$ cat src/source/io_subsys_pkg.sv
/*
  I/O subsystem shared definitions
  Bus and port widths, register block base address and offsets,
  AXI response codes and the enums used by the port state machine
  and the register decoder.
*/
`default_nettype none

package io_subsys_pkg;

  // ==========================================================================
  // Widths
  // ==========================================================================
  localparam int ADDR_W = 32;
  localparam int DATA_W = 32;
  // LED and switch count
  localparam int IO_W   = 8;

  // ==========================================================================
  // Register block placement
  // ==========================================================================
  localparam logic [ADDR_W-1:0] IO_BASE_ADDR = 32'hFFDC_0600;
  // 32 byte window, upper bits must match the base
  localparam int IO_REGION_BITS = 5;

  // Offsets inside the window
  localparam logic [IO_REGION_BITS-1:0] OFS_LED_DATA  = 5'h00;
  localparam logic [IO_REGION_BITS-1:0] OFS_LED_SET   = 5'h04;
  localparam logic [IO_REGION_BITS-1:0] OFS_LED_CLR   = 5'h08;
  localparam logic [IO_REGION_BITS-1:0] OFS_SW_STATE  = 5'h0C;
  localparam logic [IO_REGION_BITS-1:0] OFS_SW_CHANGE = 5'h10;

  // AXI response codes
  localparam logic [1:0] RESP_OKAY   = 2'd0;
  localparam logic [1:0] RESP_SLVERR = 2'd2;
  localparam logic [1:0] RESP_DECERR = 2'd3;

  // ==========================================================================
  // Enums
  // ==========================================================================
  // Slave port FSM, ST_WR_WAIT holds one of AW or W
  typedef enum logic [2:0] {
    ST_IDLE,
    ST_WR_WAIT,
    ST_WR_REQ,
    ST_RD_REQ,
    ST_B_RESP,
    ST_R_RESP
  } axil_state_t;

  // Decoded register select
  typedef enum logic [2:0] {
    SEL_NONE,
    SEL_LED_DATA,
    SEL_LED_SET,
    SEL_LED_CLR,
    SEL_SW_STATE,
    SEL_SW_CHANGE
  } reg_sel_t;

endpackage

`default_nettype wire

$ cat src/source/axil_slave_port.sv
/*
  AXI4-Lite slave port
  Accepts write address and data in either order, or a read address,
  and issues one single-cycle internal request per transaction. The
  decoder answer is registered into the B or R channel and held until
  the master takes it. One transaction in flight at a time.
*/
`timescale 1ns/1ps
`default_nettype none

module axil_slave_port import io_subsys_pkg::*; (
  input  wire logic                clk25,
  input  wire logic                rst_i,
  // Write address channel
  input  wire logic                awvalid_i,
  output logic                     awready_o,
  input  wire logic [ADDR_W-1:0]   awaddr_i,
  // Write data channel
  input  wire logic                wvalid_i,
  output logic                     wready_o,
  input  wire logic [DATA_W-1:0]   wdata_i,
  input  wire logic [DATA_W/8-1:0] wstrb_i,
  // Write response channel
  output logic                     bvalid_o,
  input  wire logic                bready_i,
  output logic [1:0]               bresp_o,
  // Read address channel
  input  wire logic                arvalid_i,
  output logic                     arready_o,
  input  wire logic [ADDR_W-1:0]   araddr_i,
  // Read data channel
  output logic                     rvalid_o,
  input  wire logic                rready_i,
  output logic [DATA_W-1:0]        rdata_o,
  output logic [1:0]               rresp_o,
  // Internal request towards the decoder
  output logic                     req_valid_o,
  output logic                     req_write_o,
  output logic [ADDR_W-1:0]        req_addr_o,
  output logic [DATA_W-1:0]        req_wdata_o,
  output logic [DATA_W/8-1:0]      req_wstrb_o,
  // Combinational answer from the decoder
  input  wire logic [1:0]          resp_code_i,
  input  wire logic [DATA_W-1:0]   resp_rdata_i
);

  axil_state_t          state_q;
  axil_state_t          state_d;
  // Low through reset, high from the first cycle after it
  logic                 ready_en_q;
  logic                 aw_got_q;
  logic                 w_got_q;
  logic                 aw_fire;
  logic                 w_fire;
  logic                 ar_fire;
  logic                 aw_have;
  logic                 w_have;
  logic                 wr_phase;
  logic [ADDR_W-1:0]    addr_q;
  logic [DATA_W-1:0]    wdata_q;
  logic [DATA_W/8-1:0]  wstrb_q;
  logic [1:0]           bresp_q;
  logic [1:0]           rresp_q;
  logic [DATA_W-1:0]    rdata_q;

  // ==========================================================================
  // Handshakes
  // ==========================================================================
  // Write channels open while idle or waiting for the other half
  assign wr_phase  = ready_en_q && (state_q == ST_IDLE || state_q == ST_WR_WAIT);
  assign awready_o = wr_phase && !aw_got_q;
  assign wready_o  = wr_phase && !w_got_q;
  // Read only from idle and only with no write on the bus
  // so a write arriving with a read goes first
  assign arready_o = ready_en_q && (state_q == ST_IDLE) && !awvalid_i && !wvalid_i;

  assign aw_fire = awvalid_i && awready_o;
  assign w_fire  = wvalid_i && wready_o;
  assign ar_fire = arvalid_i && arready_o;

  // Halves captured so far, including this cycle
  assign aw_have = aw_got_q || aw_fire;
  assign w_have  = w_got_q || w_fire;

  // ==========================================================================
  // State machine
  // ==========================================================================
  always_comb begin
    state_d = state_q;
    case (state_q)
      ST_IDLE, ST_WR_WAIT: begin
        if (aw_have && w_have) begin
          state_d = ST_WR_REQ;
        end else if (aw_have || w_have) begin
          state_d = ST_WR_WAIT;
        end else if (ar_fire) begin
          state_d = ST_RD_REQ;
        end
      end
      // Request lasts exactly one cycle
      ST_WR_REQ: state_d = ST_B_RESP;
      ST_RD_REQ: state_d = ST_R_RESP;
      // Hold the response until the master takes it
      ST_B_RESP: begin
        if (bready_i) begin
          state_d = ST_IDLE;
        end
      end
      ST_R_RESP: begin
        if (rready_i) begin
          state_d = ST_IDLE;
        end
      end
      default: state_d = ST_IDLE;
    endcase
  end

  always_ff @(posedge clk25) begin
    if (rst_i) begin
      state_q    <= ST_IDLE;
      ready_en_q <= 1'b0;
      aw_got_q   <= 1'b0;
      w_got_q    <= 1'b0;
    end else begin
      state_q    <= state_d;
      ready_en_q <= 1'b1;
      // Flags drop once the pair goes out as a request
      if (state_d == ST_WR_REQ) begin
        aw_got_q <= 1'b0;
        w_got_q  <= 1'b0;
      end else begin
        if (aw_fire) begin
          aw_got_q <= 1'b1;
        end
        if (w_fire) begin
          w_got_q <= 1'b1;
        end
      end
    end
  end

  // ==========================================================================
  // Payload capture
  // ==========================================================================
  always_ff @(posedge clk25) begin
    // AW and AR never transfer in the same cycle
    if (aw_fire) begin
      addr_q <= awaddr_i;
    end else if (ar_fire) begin
      addr_q <= araddr_i;
    end
    if (w_fire) begin
      wdata_q <= wdata_i;
      wstrb_q <= wstrb_i;
    end
    // Decoder answer sampled at the end of the request cycle
    if (state_q == ST_WR_REQ) begin
      bresp_q <= resp_code_i;
    end
    if (state_q == ST_RD_REQ) begin
      rdata_q <= resp_rdata_i;
      rresp_q <= resp_code_i;
    end
  end

  // Internal request
  assign req_valid_o = (state_q == ST_WR_REQ) || (state_q == ST_RD_REQ);
  assign req_write_o = (state_q == ST_WR_REQ);
  assign req_addr_o  = addr_q;
  assign req_wdata_o = wdata_q;
  assign req_wstrb_o = wstrb_q;

  // Response channels
  assign bvalid_o = (state_q == ST_B_RESP);
  assign bresp_o  = bresp_q;
  assign rvalid_o = (state_q == ST_R_RESP);
  assign rdata_o  = rdata_q;
  assign rresp_o  = rresp_q;

endmodule

`default_nettype wire

$ cat src/source/io_reg_decoder.sv
/*
  I/O register decoder
  Maps the request address onto a register select, checks the access
  direction, drives the LED and switch strobes and forms the response
  code and read data in the same cycle as the request.
*/
`timescale 1ns/1ps
`default_nettype none

module io_reg_decoder import io_subsys_pkg::*; (
  input  wire logic                req_valid_i,
  input  wire logic                req_write_i,
  input  wire logic [ADDR_W-1:0]   req_addr_i,
  input  wire logic [DATA_W-1:0]   req_wdata_i,
  input  wire logic [DATA_W/8-1:0] req_wstrb_i,
  input  wire logic [IO_W-1:0]     led_value_i,
  input  wire logic [IO_W-1:0]     sw_state_i,
  input  wire logic [IO_W-1:0]     sw_change_i,
  output logic [1:0]               resp_code_o,
  output logic [DATA_W-1:0]        resp_rdata_o,
  output logic                     led_wr_o,
  output logic                     led_set_o,
  output logic                     led_clr_o,
  output logic [IO_W-1:0]          led_data_o,
  output logic                     sw_change_rd_o
);

  reg_sel_t  sel;
  logic      in_block;
  logic      allowed;
  logic      access_ok;
  logic      wr_en;
  logic [IO_W-1:0] rd_byte;

  // Upper address bits pick the block
  assign in_block = (req_addr_i[ADDR_W-1:IO_REGION_BITS] ==
                     IO_BASE_ADDR[ADDR_W-1:IO_REGION_BITS]);

  // Offset to register select, unused offsets stay SEL_NONE
  always_comb begin
    sel = SEL_NONE;
    if (in_block) begin
      case (req_addr_i[IO_REGION_BITS-1:0])
        OFS_LED_DATA:  sel = SEL_LED_DATA;
        OFS_LED_SET:   sel = SEL_LED_SET;
        OFS_LED_CLR:   sel = SEL_LED_CLR;
        OFS_SW_STATE:  sel = SEL_SW_STATE;
        OFS_SW_CHANGE: sel = SEL_SW_CHANGE;
        default:       sel = SEL_NONE;
      endcase
    end
  end

  // Direction check and read mux
  always_comb begin
    allowed = 1'b0;
    rd_byte = '0;
    case (sel)
      SEL_LED_DATA: begin
        allowed = 1'b1;
        rd_byte = led_value_i;
      end
      // Set and clear only take writes
      SEL_LED_SET, SEL_LED_CLR: allowed = req_write_i;
      SEL_SW_STATE: begin
        allowed = !req_write_i;
        rd_byte = sw_state_i;
      end
      SEL_SW_CHANGE: begin
        allowed = !req_write_i;
        rd_byte = sw_change_i;
      end
      default: allowed = 1'b0;
    endcase
  end

  // ==========================================================================
  // Response
  // ==========================================================================
  always_comb begin
    if (sel == SEL_NONE) begin
      resp_code_o = RESP_DECERR;
    end else if (!allowed) begin
      resp_code_o = RESP_SLVERR;
    end else begin
      resp_code_o = RESP_OKAY;
    end
  end

  // Zero-extended byte lane 0, data 0 for writes and errors
  assign resp_rdata_o = (!req_write_i && allowed) ? {{(DATA_W-IO_W){1'b0}}, rd_byte} : '0;

  // ==========================================================================
  // Strobes to the LED and switch port
  // ==========================================================================
  assign access_ok = req_valid_i && allowed;
  // Byte lane 0 must be enabled for any write effect
  assign wr_en     = access_ok && req_write_i && req_wstrb_i[0];

  assign led_wr_o       = wr_en && (sel == SEL_LED_DATA);
  assign led_set_o      = wr_en && (sel == SEL_LED_SET);
  assign led_clr_o      = wr_en && (sel == SEL_LED_CLR);
  assign led_data_o     = req_wdata_i[IO_W-1:0];
  assign sw_change_rd_o = access_ok && !req_write_i && (sel == SEL_SW_CHANGE);

endmodule

`default_nettype wire

$ cat src/source/led_sw_port.sv
/*
  LED and switch port
  LED register with load, set and clear. Switches pass a two stage
  synchronizer and every bit change is kept in a sticky register
  that clears on read.
*/
`timescale 1ns/1ps
`default_nettype none

module led_sw_port import io_subsys_pkg::*; (
  input  wire logic            clk25,
  input  wire logic            rst_i,
  input  wire logic            led_wr_i,
  input  wire logic            led_set_i,
  input  wire logic            led_clr_i,
  input  wire logic [IO_W-1:0] led_data_i,
  input  wire logic            sw_change_rd_i,
  input  wire logic [IO_W-1:0] sw_i,
  output logic [IO_W-1:0]      led_o,
  output logic [IO_W-1:0]      sw_state_o,
  output logic [IO_W-1:0]      sw_change_o
);

  logic [IO_W-1:0] led_q;
  logic [IO_W-1:0] sw_meta_q;
  logic [IO_W-1:0] sw_sync_q;
  logic [IO_W-1:0] sw_change_q;
  logic [IO_W-1:0] sw_diff;

  // ==========================================================================
  // LED register
  // ==========================================================================
  // Decoder raises at most one strobe per request
  always_ff @(posedge clk25) begin
    if (rst_i) begin
      led_q <= '0;
    end else if (led_wr_i) begin
      led_q <= led_data_i;
    end else if (led_set_i) begin
      led_q <= led_q | led_data_i;
    end else if (led_clr_i) begin
      led_q <= led_q & ~led_data_i;
    end
  end

  // ==========================================================================
  // Switch synchronizer and change latch
  // ==========================================================================
  // Next synchronized sample against the current one
  assign sw_diff = sw_meta_q ^ sw_sync_q;

  always_ff @(posedge clk25) begin
    if (rst_i) begin
      sw_meta_q   <= '0;
      sw_sync_q   <= '0;
      sw_change_q <= '0;
    end else begin
      sw_meta_q <= sw_i;
      sw_sync_q <= sw_meta_q;
      // Read clears old bits, a change in the same cycle survives
      if (sw_change_rd_i) begin
        sw_change_q <= sw_diff;
      end else begin
        sw_change_q <= sw_change_q | sw_diff;
      end
    end
  end

  assign led_o       = led_q;
  assign sw_state_o  = sw_sync_q;
  // Value before the clear goes back on the read
  assign sw_change_o = sw_change_q;

endmodule

`default_nettype wire

$ cat src/source/io_subsys_top.sv
/*
  I/O subsystem top level
  AXI4-Lite slave port, register decoder and LED/switch port.
*/
`timescale 1ns/1ps
`default_nettype none

module io_subsys_top import io_subsys_pkg::*; (
  input  wire logic                clk25,
  input  wire logic                rst_i,
  input  wire logic                awvalid_i,
  output logic                     awready_o,
  input  wire logic [ADDR_W-1:0]   awaddr_i,
  input  wire logic                wvalid_i,
  output logic                     wready_o,
  input  wire logic [DATA_W-1:0]   wdata_i,
  input  wire logic [DATA_W/8-1:0] wstrb_i,
  output logic                     bvalid_o,
  input  wire logic                bready_i,
  output logic [1:0]               bresp_o,
  input  wire logic                arvalid_i,
  output logic                     arready_o,
  input  wire logic [ADDR_W-1:0]   araddr_i,
  output logic                     rvalid_o,
  input  wire logic                rready_i,
  output logic [DATA_W-1:0]        rdata_o,
  output logic [1:0]               rresp_o,
  input  wire logic [IO_W-1:0]     sw_i,
  output logic [IO_W-1:0]          led_o
);

  // Request path
  logic                 req_valid;
  logic                 req_write;
  logic [ADDR_W-1:0]    req_addr;
  logic [DATA_W-1:0]    req_wdata;
  logic [DATA_W/8-1:0]  req_wstrb;
  logic [1:0]           resp_code;
  logic [DATA_W-1:0]    resp_rdata;
  // Decoder to LED/switch port
  logic                 led_wr;
  logic                 led_set;
  logic                 led_clr;
  logic [IO_W-1:0]      led_data;
  logic                 sw_change_rd;
  logic [IO_W-1:0]      sw_state;
  logic [IO_W-1:0]      sw_change;

  axil_slave_port i_axil_slave_port (
    .clk25        (clk25),
    .rst_i        (rst_i),
    .awvalid_i    (awvalid_i),
    .awready_o    (awready_o),
    .awaddr_i     (awaddr_i),
    .wvalid_i     (wvalid_i),
    .wready_o     (wready_o),
    .wdata_i      (wdata_i),
    .wstrb_i      (wstrb_i),
    .bvalid_o     (bvalid_o),
    .bready_i     (bready_i),
    .bresp_o      (bresp_o),
    .arvalid_i    (arvalid_i),
    .arready_o    (arready_o),
    .araddr_i     (araddr_i),
    .rvalid_o     (rvalid_o),
    .rready_i     (rready_i),
    .rdata_o      (rdata_o),
    .rresp_o      (rresp_o),
    .req_valid_o  (req_valid),
    .req_write_o  (req_write),
    .req_addr_o   (req_addr),
    .req_wdata_o  (req_wdata),
    .req_wstrb_o  (req_wstrb),
    .resp_code_i  (resp_code),
    .resp_rdata_i (resp_rdata)
  );

  io_reg_decoder i_io_reg_decoder (
    .req_valid_i    (req_valid),
    .req_write_i    (req_write),
    .req_addr_i     (req_addr),
    .req_wdata_i    (req_wdata),
    .req_wstrb_i    (req_wstrb),
    .led_value_i    (led_o),
    .sw_state_i     (sw_state),
    .sw_change_i    (sw_change),
    .resp_code_o    (resp_code),
    .resp_rdata_o   (resp_rdata),
    .led_wr_o       (led_wr),
    .led_set_o      (led_set),
    .led_clr_o      (led_clr),
    .led_data_o     (led_data),
    .sw_change_rd_o (sw_change_rd)
  );

  led_sw_port i_led_sw_port (
    .clk25          (clk25),
    .rst_i          (rst_i),
    .led_wr_i       (led_wr),
    .led_set_i      (led_set),
    .led_clr_i      (led_clr),
    .led_data_i     (led_data),
    .sw_change_rd_i (sw_change_rd),
    .sw_i           (sw_i),
    .led_o          (led_o),
    .sw_state_o     (sw_state),
    .sw_change_o    (sw_change)
  );

endmodule

`default_nettype wire

$ cat config.mk
export PLATFORM = sky130hd
export DESIGN_NAME = io_subsys_top
export DESIGN_NICKNAME = d
export VERILOG_FILES = /design/src/source/io_subsys_pkg.sv /design/src/source/axil_slave_port.sv /design/src/source/io_reg_decoder.sv /design/src/source/led_sw_port.sv /design/src/source/io_subsys_top.sv
export SDC_FILE = /design/constraint.sdc
export NUM_CORES = 1
export LEC_CHECK = 0
export ABC_AREA = 1
export ABC_CLOCK_PERIOD_IN_PS = 6200
export BUFFER_PORTS_ARGS = -buffer_cell sky130_fd_sc_hd__buf_4
export CORE_MARGIN = 10
export CORE_UTILIZATION = 38
export DETAILED_ROUTE_END_ITERATION = 10
export HOLD_SLACK_MARGIN = 0.03
export PLACE_DENSITY = 0.65
export SYNTH_ARGS = -nofsm -noshare
export SYNTH_HDL_FRONTEND = slang
export SYNTH_SLANG_ARGS = --single-unit
$ cat constraint.sdc
create_clock -name clk25 -period 6.2 [get_ports clk25]
set_input_delay 0.62 -clock clk25 [delete_from_list [all_inputs] [get_ports clk25]]
set_output_delay 0.62 -clock clk25 [all_outputs]
set_load 0.02 [all_outputs]
==> summary.txt, run 1 <==
Power
  – Peak VDD IR: around 0.13 mV
  – Pint: ~1.1 mW
  – Switch Pwr: 367 uW
  – Share of power burned in registers: 0.478
  – Logic pwr share: 0.135
  – Pwr per Cell Area: between 200 and 300 nW/um2
  – Total power: between 1 and 1.5 mW
  – Switching Fraction: 0.245
  – Pleak: approximately 2.6 nW
  – Clk pwr share: 0.386

Clocking
  – CTS tree: yes
  – PostCTS Resize Cnt: 0
  – Clk buf depth: 2
  – Hold_buf cts: 0
  – Root Driver: clkbuf_16
  – Num CTS Buffers: 9
  – Post-CTS Setup Inserts: 0
  – CTS H-tree lvls: 3
  – # clock sinks: about 90
  – Clock transition at the registers of the reported paths: 0.06 ns
  – Clk Latency, worst-skew pair: 0.33 ns

Timing
  – Setup violations, final: 0
  – Slew Limit Fails: 0
  – Unrepaired setup endpoints after global routing: false
  – Setup TNS: 0 ns
  – Crit share post-route: 0.340
  – Max Fclk: ~0.47 GHz
  – Slew @ Worst Pin: 1.09 ns
  – Rel. slew slack: 0.267
  – Final Skew: 0.00688 ns
  – Tmin final: 2.11 ns
  – Worst setup margin: 4.09 ns
  – Final Hold Viols: 0

Logic synthesis
  – Sequential-to-total area share from yosys stat: 0.530
  – Syn. warnings: 0
  – Area contributors post-synth: edfxtp_1, dfxtp_1, nand2_1, inv_1, buf_4
  – Count of different cell masters after synthesis: 34
  – Mapped cell area: 4430 um2
  – Seq cells post-synth: 91
  – Post-synth top area share: 0.359
  – Avg Cell Area, Syn: 8.40 um2
  – Yosys top cell by area: edfxtp_1
  – Mapped Cells: roughly 530

Setup path
  – CP endpoint kind: flip-flop
  – CP max FO: 35
  – CP startpoint kind: flip-flop
  – Worst path cell trace: nor2_2, nand2_2, nor2_4, nand2_2, buf_4, inv_1, nand2_1, nand2_1
  – Crit Path Class: reg2reg
  – Critical Path AT: 2.30 ns
  – Crit path max-delay cell type: inv_1
  – Crit-path max cell delay: 0.69 ns
  – Critical path required time: 6.39 ns

Detailed routing
  – Remaining antenna violation count after routing: 0
  – Post-DR wirelength/cell: 12.9 um
  – DR vias/cell: 4.39
  – Via Count: around 3500
  – Drc violations: 0
  – Iter 0 DRT Violations: 137
  – Final WL: 10200 um
  – First-pass detailed-route iteration total: 4

Cells and area
  – Inserted Diodes: 0
  – Synth-to-Final Area Change: 27.3%
  – Most frequent cells in the layout: nand2_1, buf_4, inv_1, edfxtp_1, nor2_1
  – Commonest non-fill, non-tap cell in the layout: nand2_1
  – Final Net Count: 756
  – Filler Cell Count: roughly 1100
  – Non-Filler Cell Area, Final: roughly 5600 um2
  – Share of post-route cells with drive strength above 1: 0.274

Global routing
  – Initial antenna violation count: 0
  – Largest net degree at the start of global routing: 36
  – First-pass GRT wire length: 16600 um
  – GRT Resource Usage Total: 0.124
  – Layer with the highest usage: met2
  – GR Util met3: 0.0360
  – Met1 GRT Util: 0.141
  – Vias in the first global route: 3570
  – Total congestion overflow: 0
  – Met2 Usage GRT: 0.218

Place
  – HPWL Detailed: 8020 um
  – Final Wtd Congestion: between 0.8 and 0.9
  – PortBufs: 112
  – DP Area: 5310 um2
  – Pre-CTS WS: 4.04 ns

Floorplanning
  – IO Pins: 164
  – Starting Density: 0.388
  – Die W: 128 um
  – Core area: 11400 um2
  – FP Rows: 39
  – Die area: 16400 um2
  – Die height: 128 um

Run
  – Max cap viols: 0

Hold path
  – Hold Crit Class: reg2reg

Status
  – Status: completed
-- layout make-up --
class | count | area, um2 | share of cell area
sequential | 91 | 2350 | 0.417
inverter | 69 | 259 | 0.0459
multi-input combinational | 355 | 1660 | 0.294
clock inverter | 3 | 20.0 | 0.00355
clock buffer | 13 | 314 | 0.0556
tap | 143 | 179 | 0.0317
timing repair buffer | 115 | 863 | 0.153
-- layer usage --
| layer | up-vias | wire [um] |
|---|---|---|
| li1 | 1817 | - |
| met1 | 1553 | 4220 |
| met2 | 81 | 5210 |
| met3 | 11 | 579 |
| met4 | 0 | 170 |
| met5 | - | 0 |
-- power groups by stage --
stage | combinational (mW) | clock [mW] | sequential, mW
2_1_floorplan | 0.134 | 0 | 0.729
3_3_place_gp | 0.200 | 0 | 0.728
3_5_place_dp | 0.205 | 0 | 0.730
4_1_cts | 0.206 | 0.594 | 0.717
5_1_grt | 0.231 | 0.620 | 0.722
6_report | 0.203 | 0.580 | 0.717
-- cell usage after synthesis --
cell type / instances
a21boi_0: 1
nor3_1: 8
nor3_2: 3
buf_1: 1
nor2_4: 4
a21oi_1: 12
nor2_1: 41
o21ai_1: 2
buf_12: 1
nand2_2: 6
nand3_1: 9
o211ai_1: 2
o21ai_2: 1
nand3_2: 10
buf_2: 3
nand2_4: 1
xnor2_1: 8
buf_4: 24
nand4_2: 1
clkbuf_1: 6
inv_2: 5
inv_1: 64
nand2_1: 201
o21ai_0: 1
nand4_1: 3
dfxtp_1: 38
conb_1: 1
buf_6: 1
a31oi_1: 1
nor2_2: 6
o21bai_1: 1
edfxtp_1: 53
a21oi_2: 8
nor2_8: 1
-- worst max-delay path, delay by kind of cell, from the launching register on --
family / cells / cell delay [ns]
AND/OR/NAND/NOR: 6 / 0.67
buffers and inverters: 2 / 0.92
flip-flops: 1 / 0.36
-- registers in the layout, indices dropped and copies added, names as in the netlist, named ones only --
| name | cells |
|---|---|
| i_axil_slave_port.w_got_q | 1 |
| i_led_sw_port.sw_state_o | 8 |
| i_axil_slave_port.bresp_o | 2 |
| i_axil_slave_port.aw_got_q | 1 |
| i_led_sw_port.sw_change_o | 8 |
| i_led_sw_port.sw_meta_q | 8 |
| i_axil_slave_port.rdata_o | 8 |
| i_axil_slave_port.req_wstrb_o | 1 |
| i_axil_slave_port.req_wdata_o | 8 |
| i_axil_slave_port.req_addr_o | 32 |
| i_axil_slave_port.rresp_o | 2 |
| i_axil_slave_port.state_q | 3 |
| i_axil_slave_port.ready_en_q | 1 |
-- path summary, 6_finish.rpt --
kind | startpoint | endpoint | slack, ns | cells past startpoint
worst max register to register | i_axil_slave_port.state_q[1]$_SDFF_PP0_ | i_axil_slave_port.req_addr_o[14]$_DFFE_PP_ | 4.09 | 8
worst min register to register | i_led_sw_port.sw_meta_q[5]$_SDFF_PP0_ | i_led_sw_port.sw_state_o[5]$_SDFF_PP0_ | 0.43 | 2
worst min-delay path | i_led_sw_port.sw_meta_q[5]$_SDFF_PP0_ | i_led_sw_port.sw_state_o[5]$_SDFF_PP0_ | 0.43 | 2
worst max-delay path | i_axil_slave_port.state_q[1]$_SDFF_PP0_ | i_axil_slave_port.req_addr_o[14]$_DFFE_PP_ | 4.09 | 8
-- per-stage QoR --
stage | util | hold slack [ns] | std cells
final | 0.494 | 0.432 | 789
after global routing | 0.494 | 0.444 | 789
after CTS | 0.494 | 0.436 | 789
after detailed placement | 0.465 | 0.425 | 773
after global placement | 0.465 | 0.423 | 773
after floorplan | - | 0.416 | 551
-- logic make-up after synthesis --
family                    Yosys count  synth area share
and+or+nand+nor                   294             0.295
buffers and inverters             105             0.115
DFF                                91             0.530
AOI/OAI and AO/OA                  29            0.0429
xor gates and xnor gates            8            0.0158
other                               1          0.000846
No activity file was read; power rests on OpenSTA's default activity.
==> run 2, diff against run 1 <==
- ABC_AREA: 1 -> 0
- ABC_CLOCK_PERIOD_IN_PS: 6200 -> 1750
- PLACE_DENSITY: 0.65 -> 0.68
- clock period: 6.2 -> 1.75 ns (I/O delays scaled with it)
==> run 2 against run 1 <==
The run now ends with setup timing left. Highest routed layer unchanged. Via count is 8.1% lower. Combinational power grew to 3.7 times the previous value. Sequential power grew to 3.4 times the previous value. Non-clock buffer count grew 53. Synthesized cell count is 34% lower. Cell area increased by 5.6%. Fmax is 4.3% lower. Largest power group unchanged. Clock-buffer cell count fell by 1. Register-to-register slack worse by 4.5 ns. Routed wire length up 5.1%.
==> summary.txt, run 2 <==
Status
  – Status: finished, violations left (was completed)
  – Failing checks: setup timing

Setup path
  – R2r setup slk: -0.45 ns (was 4.09 ns)
  – Critical Path AT: 2.49 ns (was 2.30 ns)
  – Crit Path Class: reg2reg (unchanged)
  – Critical path required time: 2.03 ns (was 6.39 ns)
  – CP startpoint kind: flip-flop (unchanged)
  – CP endpoint kind: flip-flop (unchanged)
  – CP max FO: 3 (was 35)

Cells and area
  – Final Net Count: 629 (was 756)
  – Non-Filler Cell Area, Final: 5960 um2 (was 5640 um2)
  – Multi-input gate area in the final layout: 1830 um2 (was 1660 um2)
  – FF+latch area: 2350 um2 (about the same)
  – Commonest non-fill, non-tap cell in the layout: buf_4 (was nand2_1)
  – Post-route insts no fill: 659 (was 789)
  – Fin util: 0.552 (was 0.494)
  – Filler Cell Count: 891 (was 1089)
  – Most frequent cells in the layout: buf_4, edfxtp_1, dfxtp_1, mux2_2, conb_1 (was nand2_1, buf_4, inv_1, edfxtp_1, nor2_1)
  – Inserted Diodes: 0 (unchanged)
  – Max reg flops: 32 (unchanged)
  – Share of post-route cells with drive strength above 1: 0.453 (was 0.274)
  – Synth-to-Final Area Change: 42.9% (was 27.3%)

Place
  – PortBufs: 112 (unchanged)
  – Final Wtd Congestion: 0.831 (was 0.804)
  – DP Area: 5350 um2 (was 5310 um2)
  – Number of placed cells counting well taps: 615 (was 773)
  – HPWL Detailed: 7770 um (was 8020 um)

Global routing
  – First-pass GRT wire length: 16500 um (was 16600 um)
  – Vias in the first global route: 3312 (was 3570)
  – Largest net degree at the start of global routing: 37 (was 36)
  – Total congestion overflow: 0 (unchanged)
  – GRT Resource Usage Total: 0.130 (was 0.124)
  – Initial antenna violation count: 0 (unchanged)

Detailed routing
  – First-pass detailed-route iteration total: 4 (unchanged)
  – Drc violations: 0 (unchanged)
  – Via Count: 3181 (was 3462)
  – Final WL: 10700 um (was 10200 um)
  – Remaining antenna violation count after routing: 0 (unchanged)
  – DR vias/cell: 4.83 (was 4.39)
  – Iter 0 DRT Violations: 116 (was 137)
  – Post-DR wirelength/cell: 16.2 um (was 12.9 um)

Logic synthesis
  – Mapped cell area: 4170 um2 (was 4430 um2)
  – Syn. warnings: 0 (unchanged)
  – Count of different cell masters after synthesis: 46 (was 34)
  – Yosys top cell by area: edfxtp_1 (unchanged)
  – Post-synthesis compound-gate area fraction: 0.0612 (was 0.0429)
  – Commonest cells in the netlist: edfxtp_1, dfxtp_1, mux2_2, buf_4 (was nand2_1, inv_1, edfxtp_1, nor2_1, dfxtp_1)
  – Post-synth ARST share: 0 (unchanged)
  – Avg Cell Area, Syn: 12.0 um2 (was 8.40 um2)
  – Sequential-to-total area share from yosys stat: 0.564 (was 0.530)
  – Predominant post-synthesis flop cell: edfxtp_1 (unchanged)
  – Area contributors post-synth: edfxtp_1, dfxtp_1, mux2_2, buf_4, nor2b_1 (was edfxtp_1, dfxtp_1, nand2_1, inv_1, buf_4)
  – Mux contribution to synthesized area: 0.113 (was 0)
  – Post-synth top area share: 0.382 (was 0.359)
  – Seq cells post-synth: 91 (unchanged)
  – Largest family of logic cells by synthesized area: simple AND/OR/NAND/NOR gates (unchanged)
  – Post-Synth Simple-Gate Area: 0.176 (was 0.295)
  – Most frequent cell after synthesis: edfxtp_1 (was nand2_1)
  – Post-synth EDFFs: 53 (unchanged)
  – Post-Synth Adder-Cell Area: 0 (unchanged)
  – Mapped Cells: 346 (was 528)
  – Post-Synth XOR/XNOR Area: 0.0189 (was 0.0158)

Timing
  – Setup TNS: -9.21 ns (was 0 ns)
  – Setup violations, final: 37 (was 0)
  – Worst setup margin: -0.455 ns (was 4.09 ns)
  – Final Hold Viols: 0 (unchanged)
  – Tmin final: 2.20 ns (was 2.11 ns)
  – Hold_ws: 0.0599 ns (was 0.432 ns)
  – Slew Limit Fails: 0 (unchanged)
  – Unrepaired setup endpoints after global routing: true (was false)
  – Crit share post-route: 1.26 (was 0.340)
  – Max Fclk: 0.454 GHz (was 0.474 GHz)
  – Final Skew: 0.00976 ns (was 0.00688 ns)

Clocking
  – Clock transition at the registers of the reported paths: 0.09 ns (was 0.06 ns)
  – Clk buf depth: 2 (unchanged)
  – # clock sinks: 91 (unchanged)
  – CTS tree: yes (unchanged)
  – Num CTS Buffers: 9 (unchanged)
  – Root Driver: clkbuf_8 (was clkbuf_16)
  – CTS H-tree lvls: 3 (unchanged)
  – Clk Latency, worst-skew pair: 0.36 ns (was 0.33 ns)

Floorplanning
  – Die W: 125 um (was 128 um)
  – Die area: 15600 um2 (was 16400 um2)
  – Starting Density: 0.386 (was 0.388)
  – Die height: 125 um (was 128 um)
  – Core area: 10800 um2 (was 11400 um2)
  – IO Pins: 164 (unchanged)
  – FP Rows: 38 (was 39)

Power
  – Peak VDD IR: 0.478 mV (was 0.131 mV)
  – Pwr per Cell Area: 786 nW/um2 (was 266 nW/um2)
  – Pleak: 2.48 nW (was 2.65 nW)

Run
  – Max cap viols: 0 (unchanged)

Hold path
  – Hold Crit Class: in2reg (was reg2reg)
-- run 2: layer usage --
layer  vias up  share of wire  GRT usage
met2       108           0.49      0.214
met5         -              0          0
li1       1566              -          -
met1      1495           0.42      0.148
met3        12          0.074     0.0494
met4         0          0.014     0.0500
-- run 2: worst paths after layout --
path | startpoint | endpoint | cells after the start
worst max-delay path | i_axil_slave_port.req_addr_o[17]$_DFFE_PP_ | flip-flop | 7
worst min-delay path | sw_i[4] | i_led_sw_port.sw_meta_q[4]$_SDFF_PP0_ | 2
worst max register to register | i_axil_slave_port.req_addr_o[17]$_DFFE_PP_ | flip-flop | 7
worst min register to register | i_led_sw_port.sw_meta_q[7]$_SDFF_PP0_ | i_led_sw_port.sw_state_o[7]$_SDFF_PP0_ | 1
-- run 2: repair_timing --
item / 4_1_cts / 5_1_grt
buffers inserted: 5 / 3
setup endpoints to repair: 82 / 88
endpoints found under the hold margin: 15 / 0
pin swaps: 15 / 6
gates cloned: 1 / 4
hold buffers: 15 / 0
resized for setup: 19 / 9
-- run 2: kinds of logic after synthesis --
family,Yosys count
flops,91
compound gates,39
simple gates,117
mux,43
other cells,1
buf+inv,46
xor+xnor,9
-- run 2: area by class of cell --
class	instances	share of cell area
flip-flops and latches	91	0.395
multi-input cells	236	0.308
repair buffers	168	0.228
well taps	140	0.0294
clock buffers	12	0.0260
clock inverters	4	0.00819
inverters	8	0.00504
-- run 2: worst max-delay path, stage by stage, from the launching register on --
cell      delay, ns
edfxtp_1       0.36
or4_4          0.56
nor4_4         0.25
buf_4          0.17
buf_4          0.12
nand4_4        0.10
or4b_1         0.48
o211ai_1       0.09
-- run 2: per-stage QoR --
stage          total power, mW  worst slack [ns]
2_1_floorplan             2.92            -0.395
3_3_place_gp              3.16            -0.421
3_5_place_dp              3.18            -0.511
4_1_cts                   4.67            -0.427
5_1_grt                   4.88            -0.562
6_report                  4.68            -0.455
-- run 2: power by group --
part           switching [mW]  leakage (nW)  internal [mW]  total, mW
Combinational           0.359          1.58          0.402      0.761
Clock                   0.716         0.105          0.738       1.45
Sequential             0.0613         0.798           2.41       2.47
==> run 3, diff against run 2 <==
- CORE_UTILIZATION: 38 -> 25
- PLACE_DENSITY: 0.68 -> 0.49
==> run 3 against run 2 <==
The flow still finishes with violations (setup timing). Register-to-register slack worse by 0.02 ns. Non-clock buffer count rose by 3. Global-route usage is 2.4 points lower. Hold slack got worse by 0.020 ns. Critical path type unchanged. Highest routed layer unchanged.
==> summary.txt, run 3 (synthesis gave the netlist of run 2 again) <==
Status
  – Status: finished, violations left (unchanged)
  – Failing checks: setup timing (unchanged)

Place
  – Number of placed cells counting well taps: 698 (was 615)
  – PortBufs: 112 (unchanged)
  – DP Area: 5480 um2 (was 5350 um2)
  – HPWL Detailed: 8630 um (was 7770 um)
  – Pre-CTS WS: -0.526 ns (was -0.511 ns)
  – Final Wtd Congestion: 0.771 (was 0.831)

Floorplanning
  – Die W: 149 um (was 125 um)
  – Die height: 149 um (was 125 um)
  – IO Pins: 164 (unchanged)
  – FP Rows: 47 (was 38)
  – Die area: 22200 um2 (was 15600 um2)
  – Starting Density: 0.253 (was 0.386)
  – Core area: 16500 um2 (was 10800 um2)

Cells and area
  – Non-Filler Cell Area, Final: 6350 um2 (was 5960 um2)
  – Most frequent cells in the layout: buf_4, edfxtp_1, dfxtp_1, mux2_2, conb_1 (unchanged)
  – Share of post-route cells with drive strength above 1: 0.480 (was 0.453)
  – Final Net Count: 633 (was 629)
  – Synth-to-Final Area Change: 52.3% (was 42.9%)
  – Max reg flops: 32 (unchanged)
  – Inserted Diodes: 0 (unchanged)
  – Commonest non-fill, non-tap cell in the layout: buf_4 (unchanged)
  – Post-route insts no fill: 743 (was 659)
  – Filler Cell Count: 1613 (was 891)

Power
  – Switching Fraction: 0.229 (was 0.243)
  – Total power: 5.56 mW (was 4.68 mW)
  – Pint: 4.28 mW (was 3.55 mW)
  – Clk pwr share: 0.408 (was 0.311)
  – Pwr per Cell Area: 875 nW/um2 (was 786 nW/um2)
  – Share of power burned in registers: 0.445 (was 0.527)
  – Logic pwr share: 0.148 (was 0.163)
  – Peak VDD IR: 0.443 mV (was 0.478 mV)
  – Pleak: 2.61 nW (was 2.48 nW)
  – Switch Pwr: 1.27 mW (was 1.14 mW)

Timing
  – Slew Limit Fails: 0 (unchanged)
  – Max Fclk: 0.450 GHz (was 0.454 GHz)
  – Final Hold Viols: 0 (unchanged)
  – Worst setup margin: -0.474 ns (was -0.455 ns)
  – Setup violations, final: 57 (was 37)
  – Tmin final: 2.22 ns (was 2.20 ns)
  – Unrepaired setup endpoints after global routing: true (unchanged)
  – Crit share post-route: 1.27 (was 1.26)
  – Final Skew: 0.00875 ns (was 0.00976 ns)

Detailed routing
  – Drc violations: 0 (unchanged)
  – Remaining antenna violation count after routing: 0 (unchanged)
  – Final WL: 11800 um (was 10700 um)
  – Post-DR wirelength/cell: 15.9 um (was 16.2 um)
  – DR vias/cell: 4.29 (was 4.83)
  – Iter 0 DRT Violations: 97 (was 116)
  – Via Count: 3189 (was 3181)
  – First-pass detailed-route iteration total: 4 (unchanged)

Setup path
  – Worst R2R Start: i_axil_slave_port.req_addr_o[1]$_DFFE_PP_ (was i_axil_slave_port.req_addr_o[17]$_DFFE_PP_)
  – CP endpoint kind: flip-flop (unchanged)
  – CP startpoint kind: flip-flop (unchanged)
  – R2r setup slk: -0.47 ns (was -0.45 ns)
  – Critical path required time: 1.99 ns (was 2.03 ns)
  – CP max FO: 7 (was 3)
  – Launch point of the worst path: i_axil_slave_port.req_addr_o[1]$_DFFE_PP_ (was i_axil_slave_port.req_addr_o[17]$_DFFE_PP_)
  – Cells on worst reg2reg path: 5 (was 7)
  – Critical Path AT: 2.46 ns (was 2.49 ns)
  – Crit Path Class: reg2reg (unchanged)

Clocking
  – # clock sinks: 91 (unchanged)
  – Root Driver: clkbuf_16 (was clkbuf_8)
  – Clk Latency, worst-skew pair: 0.35 ns (was 0.36 ns)
  – Num CTS Buffers: 9 (unchanged)
  – CTS tree: yes (unchanged)
  – CTS H-tree lvls: 3 (unchanged)
  – Clock transition at the registers of the reported paths: 0.06 ns (was 0.09 ns)
  – Clk buf depth: 2 (unchanged)

Run
  – Max cap viols: 0 (unchanged)

Global routing
  – Met1 GRT Util: 0.128 (was 0.148)
  – Initial antenna violation count: 0 (unchanged)
  – Largest net degree at the start of global routing: 37 (unchanged)
  – Layer with the highest usage: met2 (unchanged)
  – GRT Resource Usage Total: 0.105 (was 0.130)
  – First-pass GRT wire length: 18200 um (was 16500 um)
  – Total congestion overflow: 0 (unchanged)
  – Met2 Usage GRT: 0.164 (was 0.214)
  – GR Util met3: 0.0434 (was 0.0494)
  – Vias in the first global route: 3460 (was 3312)

Hold path
  – Hold Crit Class: in2reg (unchanged)
## run 3: power by group through the flow
stage                     Sequential (mW)  Clock (mW)  Combinational [mW]
after global placement               2.51           0               0.685
final                                2.47        2.26               0.820
after detailed placement             2.52           0               0.689
after CTS                            2.47        2.32               0.787
after floorplan                      2.51           0               0.408
after global routing                 2.48        2.42               0.894
## run 3: stage by stage
| stage | hold WS, ns | setup TNS (ns) | util |
|---|---|---|---|
| after CTS | 0.0306 | -11.13 | 0.374 |
| after floorplan | 0.274 | -15.29 | - |
| final | 0.0396 | -13.16 | 0.386 |
| after global routing | 0.0462 | -18.37 | 0.386 |
| after detailed placement | 0.355 | -13.73 | 0.333 |
| after global placement | 0.356 | -12.42 | 0.333 |
## run 3: area by class of cell
cell class | instances | area, um2 | area share
Clock buffer | 10 | 239 | 0.0376
Sequential cell | 91 | 2360 | 0.371
Inverter | 8 | 30.0 | 0.00473
Timing Repair Buffer | 171 | 1420 | 0.224
Clock inverter | 6 | 111 | 0.0175
Multi-Input combinational cell | 237 | 1920 | 0.302
Tap cell | 220 | 275 | 0.0433
## run 3: metal layers
| metal | up-vias | part of all wire | wire (um) |
|---|---|---|---|
| met5 | - | 0 | 0 |
| met2 | 125 | 0.47 | 5500 |
| met4 | 0 | 0.0098 | 116 |
| met3 | 11 | 0.093 | 1090 |
| met1 | 1486 | 0.43 | 5100 |
| li1 | 1567 | - | - |
## run 3: how the worst min path moves through the flow
stage | startpoint | to | slack (ns) | cells past startpoint
after global routing | sw_i[7] | i_led_sw_port.sw_meta_q[7]$_SDFF_PP0_ | 0.05 | 2
final | sw_i[1] | i_led_sw_port.sw_meta_q[1]$_SDFF_PP0_ | 0.04 | 2
after global placement | wdata_i[3] | i_axil_slave_port.req_wdata_o[3]$_DFFE_PP_ | 0.36 | 1
after detailed placement | wdata_i[2] | i_axil_slave_port.req_wdata_o[2]$_DFFE_PP_ | 0.35 | 1
after floorplan | wdata_i[0] | i_axil_slave_port.req_wdata_o[0]$_DFFE_PP_ | 0.27 | 0
after CTS | sw_i[1] | i_led_sw_port.sw_meta_q[1]$_SDFF_PP0_ | 0.03 | 2
## run 3: critical path: stages, from the launching register on
cell and delay, ns:
edfxtp_1 0.42, or3b_2 0.53, nor4_4 0.35, nand4_4 0.21, or4b_1 0.50, o311ai_1 0.10
## run 3: what timing repair did
item,CTS,global route
pin swaps,16,1
endpoints found under the hold margin,10,0
resized for setup,17,30
hold buffers,10,0
buffers inserted,11,3
endpoints found under the setup margin,90,94
cloned,4,2
